==> src/hdl/blur_pkg.sv <==
`default_nettype none

package blur_pkg;

    // 12-bit unsigned grey pixel
    typedef logic [11:0] pixel_t;

    localparam int IMG_W = 15;
    localparam int IMG_H = 15;

    // Largest window edge and the edge of the small kernel
    localparam int WIN     = 5;
    localparam int K3_SIZE = 3;

    // Raster position counters
    typedef logic [$clog2(IMG_W)-1:0] col_t;
    typedef logic [$clog2(IMG_H)-1:0] row_t;

    // Code 3 is not named and falls back to bypass
    typedef enum logic [1:0] {
        MODE_BYPASS = 2'd0,
        MODE_K3     = 2'd1,
        MODE_K5     = 2'd2
    } blur_mode_t;

    // [0][0] is the oldest row and column, [WIN-1][WIN-1] the newest pixel
    typedef pixel_t [WIN-1:0][WIN-1:0] window_t;

    typedef logic [2:0] weight_t;

    // Holds 4095 * 64 without overflow
    localparam int ACC_W = 18;

    // Weight sum 32
    localparam weight_t [K3_SIZE-1:0][K3_SIZE-1:0] K3_WEIGHTS = '{
        '{3'd3, 3'd4, 3'd3},
        '{3'd4, 3'd4, 3'd4},
        '{3'd3, 3'd4, 3'd3}
    };

    // Weight sum 64
    localparam weight_t [WIN-1:0][WIN-1:0] K5_WEIGHTS = '{
        '{3'd1, 3'd2, 3'd3, 3'd2, 3'd1},
        '{3'd2, 3'd3, 3'd4, 3'd3, 3'd2},
        '{3'd3, 3'd4, 3'd4, 3'd4, 3'd3},
        '{3'd2, 3'd3, 3'd4, 3'd3, 3'd2},
        '{3'd1, 3'd2, 3'd3, 3'd2, 3'd1}
    };

    // Divide by the weight sums
    localparam int K3_SHIFT = 5;
    localparam int K5_SHIFT = 6;

endpackage

`default_nettype wire

==> src/hdl/window_if.sv <==
`default_nettype none
`timescale 1ns/100ps

interface window_if;
    import blur_pkg::*;

    // Strobe, other fields only meaningful while it is high
    logic       valid;
    window_t    taps;
    blur_mode_t mode;
    // Window of the last pixel of the frame
    logic       eof;

    modport producer (
        output valid,
        output taps,
        output mode,
        output eof
    );

    modport consumer (
        input valid,
        input taps,
        input mode,
        input eof
    );

endinterface

`default_nettype wire

==> src/hdl/line_buffer.sv <==
`default_nettype none
`timescale 1ns/100ps

module line_buffer (
    input  logic                 clk,
    input  logic                 rst_n,
    input  logic                 pix_valid,
    input  logic                 pix_sof,
    input  blur_pkg::pixel_t     pix_data,
    input  blur_pkg::blur_mode_t mode,
    window_if.producer           win
);
    import blur_pkg::*;

    // Previous four rows, entry WIN-2 is the row just above
    pixel_t     row_mem [WIN-1][IMG_W];

    row_t       row_cnt;
    col_t       col_cnt;
    blur_mode_t mode_q;
    window_t    taps_q;

    row_t       cur_row;
    col_t       cur_col;
    blur_mode_t cur_mode;
    logic       last_pix;
    pixel_t     new_col [WIN];

    // Start of frame forces position (0,0) and takes the new mode
    always_comb begin
        cur_row  = pix_sof ? '0 : row_cnt;
        cur_col  = pix_sof ? '0 : col_cnt;
        cur_mode = pix_sof ? mode : mode_q;
        last_pix = (cur_row == row_t'(IMG_H - 1)) && (cur_col == col_t'(IMG_W - 1));
    end

    // New rightmost column, oldest row first
    always_comb begin
        new_col[WIN-1] = pix_data;
        for (int k = WIN - 2; k >= 0; k--) begin
            // Rows above the frame copy the row below, which ends up as row 0
            if (int'(cur_row) < WIN - 1 - k) begin
                new_col[k] = new_col[k+1];
            end else begin
                new_col[k] = row_mem[k][cur_col];
            end
        end
    end

    // Raster counters and mode capture
    always_ff @(posedge clk) begin
        if (!rst_n) begin
            row_cnt <= '0;
            col_cnt <= '0;
            mode_q  <= MODE_BYPASS;
        end else if (pix_valid) begin
            mode_q <= cur_mode;
            if (cur_col == col_t'(IMG_W - 1)) begin
                col_cnt <= '0;
                if (cur_row == row_t'(IMG_H - 1)) begin
                    row_cnt <= '0;
                end else begin
                    row_cnt <= cur_row + 1'b1;
                end
            end else begin
                col_cnt <= cur_col + 1'b1;
                row_cnt <= cur_row;
            end
        end
    end

    // Each column of the row memories moves up by one row per write
    always_ff @(posedge clk) begin
        if (pix_valid) begin
            for (int k = 0; k < WIN - 2; k++) begin
                row_mem[k][cur_col] <= row_mem[k+1][cur_col];
            end
            row_mem[WIN-2][cur_col] <= pix_data;
        end
    end

    // Window shifts left, at column 0 every column gets the new one
    always_ff @(posedge clk) begin
        if (pix_valid) begin
            for (int i = 0; i < WIN; i++) begin
                for (int j = 0; j < WIN - 1; j++) begin
                    if (cur_col == '0) begin
                        taps_q[i][j] <= new_col[i];
                    end else begin
                        taps_q[i][j] <= taps_q[i][j+1];
                    end
                end
                taps_q[i][WIN-1] <= new_col[i];
            end
        end
    end

    // Control towards the arithmetic stage, one cycle after the strobe
    always_ff @(posedge clk) begin
        if (!rst_n) begin
            win.valid <= 1'b0;
            win.eof   <= 1'b0;
            win.mode  <= MODE_BYPASS;
        end else begin
            win.valid <= pix_valid;
            win.eof   <= pix_valid && last_pix;
            if (pix_valid) begin
                win.mode <= cur_mode;
            end
        end
    end

    assign win.taps = taps_q;

endmodule

`default_nettype wire

==> src/hdl/blur_mac.sv <==
`default_nettype none
`timescale 1ns/100ps

module blur_mac (
    input  logic             clk,
    input  logic             rst_n,
    window_if.consumer       win,
    output logic             out_valid,
    output logic             out_eof,
    output blur_pkg::pixel_t out_data
);
    import blur_pkg::*;

    typedef logic [ACC_W-1:0] acc_t;

    acc_t       k3_row   [K3_SIZE];
    acc_t       k5_row   [WIN];
    acc_t       k3_row_q [K3_SIZE];
    acc_t       k5_row_q [WIN];
    logic       valid_q;
    logic       eof_q;
    blur_mode_t mode_q;
    pixel_t     newest_q;

    acc_t       k3_sum;
    acc_t       k5_sum;
    pixel_t     k3_pix;
    pixel_t     k5_pix;
    pixel_t     sel_pix;

    // Stage one row sums, both kernels
    always_comb begin
        for (int i = 0; i < WIN; i++) begin
            k5_row[i] = '0;
            for (int j = 0; j < WIN; j++) begin
                k5_row[i] = k5_row[i] + acc_t'(win.taps[i][j]) * acc_t'(K5_WEIGHTS[i][j]);
            end
        end
        // Small kernel sits in the newest corner of the window
        for (int i = 0; i < K3_SIZE; i++) begin
            k3_row[i] = '0;
            for (int j = 0; j < K3_SIZE; j++) begin
                k3_row[i] = k3_row[i]
                    + acc_t'(win.taps[WIN-K3_SIZE+i][WIN-K3_SIZE+j])
                    * acc_t'(K3_WEIGHTS[i][j]);
            end
        end
    end

    always_ff @(posedge clk) begin
        if (!rst_n) begin
            valid_q <= 1'b0;
            eof_q   <= 1'b0;
            mode_q  <= MODE_BYPASS;
        end else begin
            valid_q <= win.valid;
            eof_q   <= win.valid && win.eof;
            if (win.valid) begin
                mode_q <= win.mode;
            end
        end
    end

    always_ff @(posedge clk) begin
        if (win.valid) begin
            k3_row_q <= k3_row;
            k5_row_q <= k5_row;
            newest_q <= win.taps[WIN-1][WIN-1];
        end
    end

    // Stage two totals and normalization
    always_comb begin
        k3_sum = '0;
        for (int i = 0; i < K3_SIZE; i++) begin
            k3_sum = k3_sum + k3_row_q[i];
        end
        k5_sum = '0;
        for (int i = 0; i < WIN; i++) begin
            k5_sum = k5_sum + k5_row_q[i];
        end
        // Weight sums are powers of two, so the shift leaves 12 bits
        k3_pix = pixel_t'(k3_sum >> K3_SHIFT);
        k5_pix = pixel_t'(k5_sum >> K5_SHIFT);
        case (mode_q)
            MODE_K3: sel_pix = k3_pix;
            MODE_K5: sel_pix = k5_pix;
            default: sel_pix = newest_q;
        endcase
    end

    always_ff @(posedge clk) begin
        if (!rst_n) begin
            out_valid <= 1'b0;
            out_eof   <= 1'b0;
        end else begin
            out_valid <= valid_q;
            out_eof   <= eof_q;
        end
    end

    always_ff @(posedge clk) begin
        if (valid_q) begin
            out_data <= sel_pix;
        end
    end

endmodule

`default_nettype wire

==> src/hdl/blur_filter_top.sv <==
`default_nettype none
`timescale 1ns/100ps

module blur_filter_top (
    input  logic                 clk,
    input  logic                 rst_n,
    input  logic                 pix_valid,
    input  logic                 pix_sof,
    input  blur_pkg::pixel_t     pix_data,
    input  blur_pkg::blur_mode_t mode,
    output logic                 out_valid,
    output logic                 out_eof,
    output blur_pkg::pixel_t     out_data
);

    // Window plus control, one cycle behind the input strobe
    window_if win ();

    line_buffer i_line_buffer (
        .clk       (clk),
        .rst_n     (rst_n),
        .pix_valid (pix_valid),
        .pix_sof   (pix_sof),
        .pix_data  (pix_data),
        .mode      (mode),
        .win       (win)
    );

    // Two more cycles to the output pixel
    blur_mac i_blur_mac (
        .clk       (clk),
        .rst_n     (rst_n),
        .win       (win),
        .out_valid (out_valid),
        .out_eof   (out_eof),
        .out_data  (out_data)
    );

endmodule

`default_nettype wire

==> config.mk <==
export PLATFORM = sky130hd
export DESIGN_NAME = blur_filter_top
export DESIGN_NICKNAME = d
export VERILOG_FILES = /design/src/hdl/blur_pkg.sv /design/src/hdl/window_if.sv /design/src/hdl/line_buffer.sv /design/src/hdl/blur_mac.sv /design/src/hdl/blur_filter_top.sv
export SDC_FILE = /design/constraint.sdc
export NUM_CORES = 2
export LEC_CHECK = 0
export ABC_CLOCK_PERIOD_IN_PS = 6400
export BUFFER_PORTS_ARGS = -buffer_cell sky130_fd_sc_hd__buf_4
export CORE_MARGIN = 2
export CORE_UTILIZATION = 35
export CTS_CLUSTER_SIZE = 24
export DETAILED_ROUTE_END_ITERATION = 8
export GPL_TIMING_DRIVEN = 0
export HOLD_SLACK_MARGIN = 0.05
export MAX_ROUTING_LAYER = met4
export PLACE_DENSITY = 0.54
export SLEW_MARGIN = 20
export SYNTH_ARGS = -nofsm -noshare
export SYNTH_HDL_FRONTEND = slang
export SYNTH_HIERARCHICAL = 1
export SYNTH_SLANG_ARGS = --single-unit
==> constraint.sdc <==
create_clock -name clk -period 6.4 [get_ports clk]
set_input_delay 0.32 -clock clk [delete_from_list [all_inputs] [get_ports clk]]
set_output_delay 0.32 -clock clk [all_outputs]
set_load 0.05 [all_outputs]
==> impl_metrics.json <==
{
  "met1Wirelength_um": 84200,
  "slew_violations": 0,
  "rows": 155,
  "synth_edf_count": 1173,
  "critPathTopFamily": "adder cells",
  "hold_viol": 0,
  "setup_violations": 0,
  "crit-reg2reg-launch": "i_line_buffer/win.taps[168]",
  "hold_depth": 3,
  "highest_layer": "met4",
  "ys_ff_latch": 1191,
  "rsz0062_at_grt": "false",
  "worst_slack_ns": 0.580,
  "first_global_vias": 39600,
  "ios": 32,
  "async_reset_ff_share_pct": 0,
  "cap_violations": 0,
  "yosys_warnings": 6,
  "cts_buffer_depth": 3,
  "route.met3.wl_um": 16300,
  "rr_worst_depth": 21,
  "first_pass_iters": 6,
  "slowest_stage": "nor3b_1",
  "p_leak_nw": 27.1,
  "cts_buffers": 133,
  "cts-resized-gates": 0,
  "timing.rr.end": "i_blur_mac/k5_row_q[52]",
  "overflow": 0,
  "min_period_over_period_pct": 90.9,
  "fin_crit_ns": 5.82,
  "cts_num_sinks": 1191,
  "place.gp.congestion": 0.876,
  "pre_cts_ws_ns": 0.624,
  "syn2layout_area_growth_pct": 14.5,
  "whs_ns": 0.439,
  "die_w_um": 427,
  "antenna_found_initial": 10,
  "die_h_um": 427,
  "clkTransAtPathRegs_ns": 0.06,
  "crit_top_cell": "fa_1",
  "portBuffers": 31,
  "ys.flop_type": "edfxtp_1",
  "core-area_mm2": 0.178,
  "insertion_delay_ns": 0.81,
  "h-tree-depth": 4,
  "initial_utilization_pct": 35.1,
  "wirelength_um": 199000,
  "peakVddDrop_mv": 0.879,
  "hold_end": "i_blur_mac/out_valid",
  "drtIter0Drc": 4799,
  "dr_wl_met2_um": 91000,
  "dp.cells": 7074,
  "die_area_mm2": 0.182,
  "synth_area_mm2": 0.0625,
  "drive_above_1_share_pct": 11.1,
  "track_usage_pct": 22.6,
  "powerDensity_mw_per_mm2": 465,
  "syn_area_per_cell_um2": 13.5,
  "crit_required_ns": 7.01,
  "vias": 39800,
  "max_slew_margin_pct": 13.4,
  "crit_fanout": 4,
  "grt_max_degree": 90,
  "syn-num-nets": 5211,
  "yosysSeqAreaShare_pct": 56.9,
  "postRouteAntennaNets": 0,
  "wl_per_cell_um": 27.2,
  "crit_chain": "ha_1 > inv_1 > fa_1 > nor2b_1 > o21ai_1 > a21boi_0 > o21ai_1 > a21oi_1 > o21a_1 > nor4_1 > nor3b_1 > fa_1 > inv_1 > fa_1 > fa_1 > inv_1 > ha_1 > nand3_1 > o31ai_1 > o21ai_0 > a21oi_1",
  "synth_cells": 4635,
  "status": "finished, final reports clean",
  "critPathLaunchType": "register",
  "cts_tree": "built",
  "endpoint_kind": "register",
  "instances_no_fill": 7336,
  "power.total_mw": 33.3,
  "nets": 5447,
  "synth_cell_types": 110,
  "path_class": "reg -> reg",
  "drcViolationCount": 0,
  "max_freq_mhz": 172,
  "viasPerCell": 5.43,
  "startpoint": "i_line_buffer/win.taps[168]",
  "skew_ns": 0.0418,
  "slowest_delay_ns": 0.57,
  "grt_pass1_wl_um": 285000,
  "ctsRootBufferMaster": "clkbuf_16",
  "hold_class": "in -> reg",
  "hpwl_um": 142000,
  "worstPathArrival_ns": 6.43,
  "crit_buf_inv": 3,
  "hp-start": "rst_n",
  "worst_slew_pin_slew_ns": 1.30,
  "regToRegSetupSlack_ns": 0.58
}
through the flow:
step | area [µm²] | setup TNS, ns | util, %
global route | 71600 | 0 | 40.2
finish | 71600 | 0 | 40.2
floorplan | 62500 | 0 | -
CTS | 71500 | 0 | 40.2
global placement | 65700 | -2329.20 | 36.9
detailed placement | 67100 | 0 | 37.7
synthesized netlist by cell type, types with 12 or more instances:
library cell  instances  area [µm²]
a31oi_1              27         169
inv_1               531        1990
xnor2_1             103         902
a22o_1               16         140
buf_4                30         225
a21oi_1             157         786
o22ai_1              31         194
nor2_1              218         818
o22a_1               28         245
a211o_1              19         166
nor2b_1              41         257
a21boi_1             15         113
nand2b_1             38         238
edfxtp_1           1173       35200
o21ai_1              39         195
a22oi_1              59         443
ha_1                219        2740
and3_1               20         125
nor3_1               49         245
o21a_1               25         188
o21ai_0             111         556
buf_1                12        45.0
a221oi_1             48         420
and2_1               30         188
nand4_1              19         119
a221o_1              19         190
buf_2                64         320
fa_1                339        6790
dfxtp_1              18         360
o211ai_1             22         165
nand2_1             340        1280
nand3_1              57         285
o31ai_1              12        90.1
mux4_2               20         450
xor2_1               37         324
or2_2                18         113
a211oi_1             27         203
or3_1                18         113
mux2i_1             108        1080
clkbuf_1             59         221
a21o_1              149        1120
mux2_2               36         405
area by class of cell:
class | instances | area [µm²]
fill | 16700 | 106000
multi-input combinational | 2737 | 24200
sequential | 1191 | 35600
clock buffer | 166 | 3570
buffer | 175 | 922
clock inverter | 76 | 724
antenna | 3 | 7.51
tap | 2355 | 2950
inverter | 532 | 2000
timing repair buffer | 101 | 1630
report_power, final:
part | internal, mW | switching (mW)
clock network | 4.29 | 3.31
logic | 6.01 | 9.51
registers | 9.75 | 0.387
total | 20.0 | 13.2
cell usage in the layout (no fill, tap or decap), drive strengths merged, types with 38 or more instances in the layout:
cell type  count
nand3         57
ha           219
edfxtp      1173
buf          200
a21oi        164
nor2b         42
mux2i        108
a21o         149
o21ai        153
inv          541
nand2b        38
xnor2        103
nand2        340
a221oi        51
a22oi         59
clkbuf       226
clkinv        56
nor3          60
nor2         219
fa           339
logic make-up (layout without fill, tap and decap cells):
| kind of cell | after synthesis | after routing | share of synthesized area (%) |
|---|---|---|---|
| buf+inv | 707 | 1050 | 4.66 |
| other cells | 0 | 3 | 0 |
| mux | 164 | 164 | 3.10 |
| fa+ha+maj | 558 | 558 | 15.2 |
| flops | 1191 | 1191 | 56.9 |
| simple gates | 924 | 924 | 7.16 |
| xor+xnor | 140 | 140 | 1.96 |
| compound gates | 951 | 951 | 10.9 |
per-layer routing:
| metal | up-vias | GRT usage, % |
|---|---|---|
| met1 | 20300 | 30.0 |
| met4 | 0 | 8.55 |
| met2 | 1768 | 34.6 |
| li1 | 17300 | - |
| met3 | 382 | 4.13 |
| met5 | - | - |
worst max-delay path by stage:
stage          slack [ns]  cells past startpoint                      endpoint
6_report             0.58                     21       i_blur_mac/k5_row_q[52]
5_1_grt              0.12                     21       i_blur_mac/k5_row_q[52]
4_1_cts              0.59                     21       i_blur_mac/k5_row_q[52]
3_5_place_dp         0.62                     21       i_blur_mac/k5_row_q[52]
3_3_place_gp        -3.68                      3  i_line_buffer/row_mem[1][87]
2_1_floorplan        1.40                     22       i_blur_mac/k5_row_q[69]
registers in the layout, indices dropped and copies added (netlist names):
signal                   cells
i_line_buffer/win.valid      1
i_blur_mac/newest_q         12
i_blur_mac/k5_row_q         83
i_blur_mac/eof_q             1
i_line_buffer/row_cnt        4
i_line_buffer/win.mode       2
i_line_buffer/col_cnt        4
i_line_buffer/win.eof        1
i_blur_mac/k3_row_q         46
i_blur_mac/mode_q            2
i_blur_mac/out_data         12
i_blur_mac/valid_q           1
i_line_buffer/win.taps     300
i_blur_mac/out_eof           1
i_blur_mac/out_valid         1
i_line_buffer/row_mem      720
tightest hold or removal path, stage by stage:
cell           delay [ns]
dlygate4sd3_1        0.52
buf_4                0.21
and2_1               0.15
what timing repair did:
item,in CTS,in global routing
setup buffers,0,0
hold buffers,16,0
endpoints found under the hold margin,265,0
setup endpoints to repair,0,0
No activity file was read; power rests on OpenSTA's default activity.
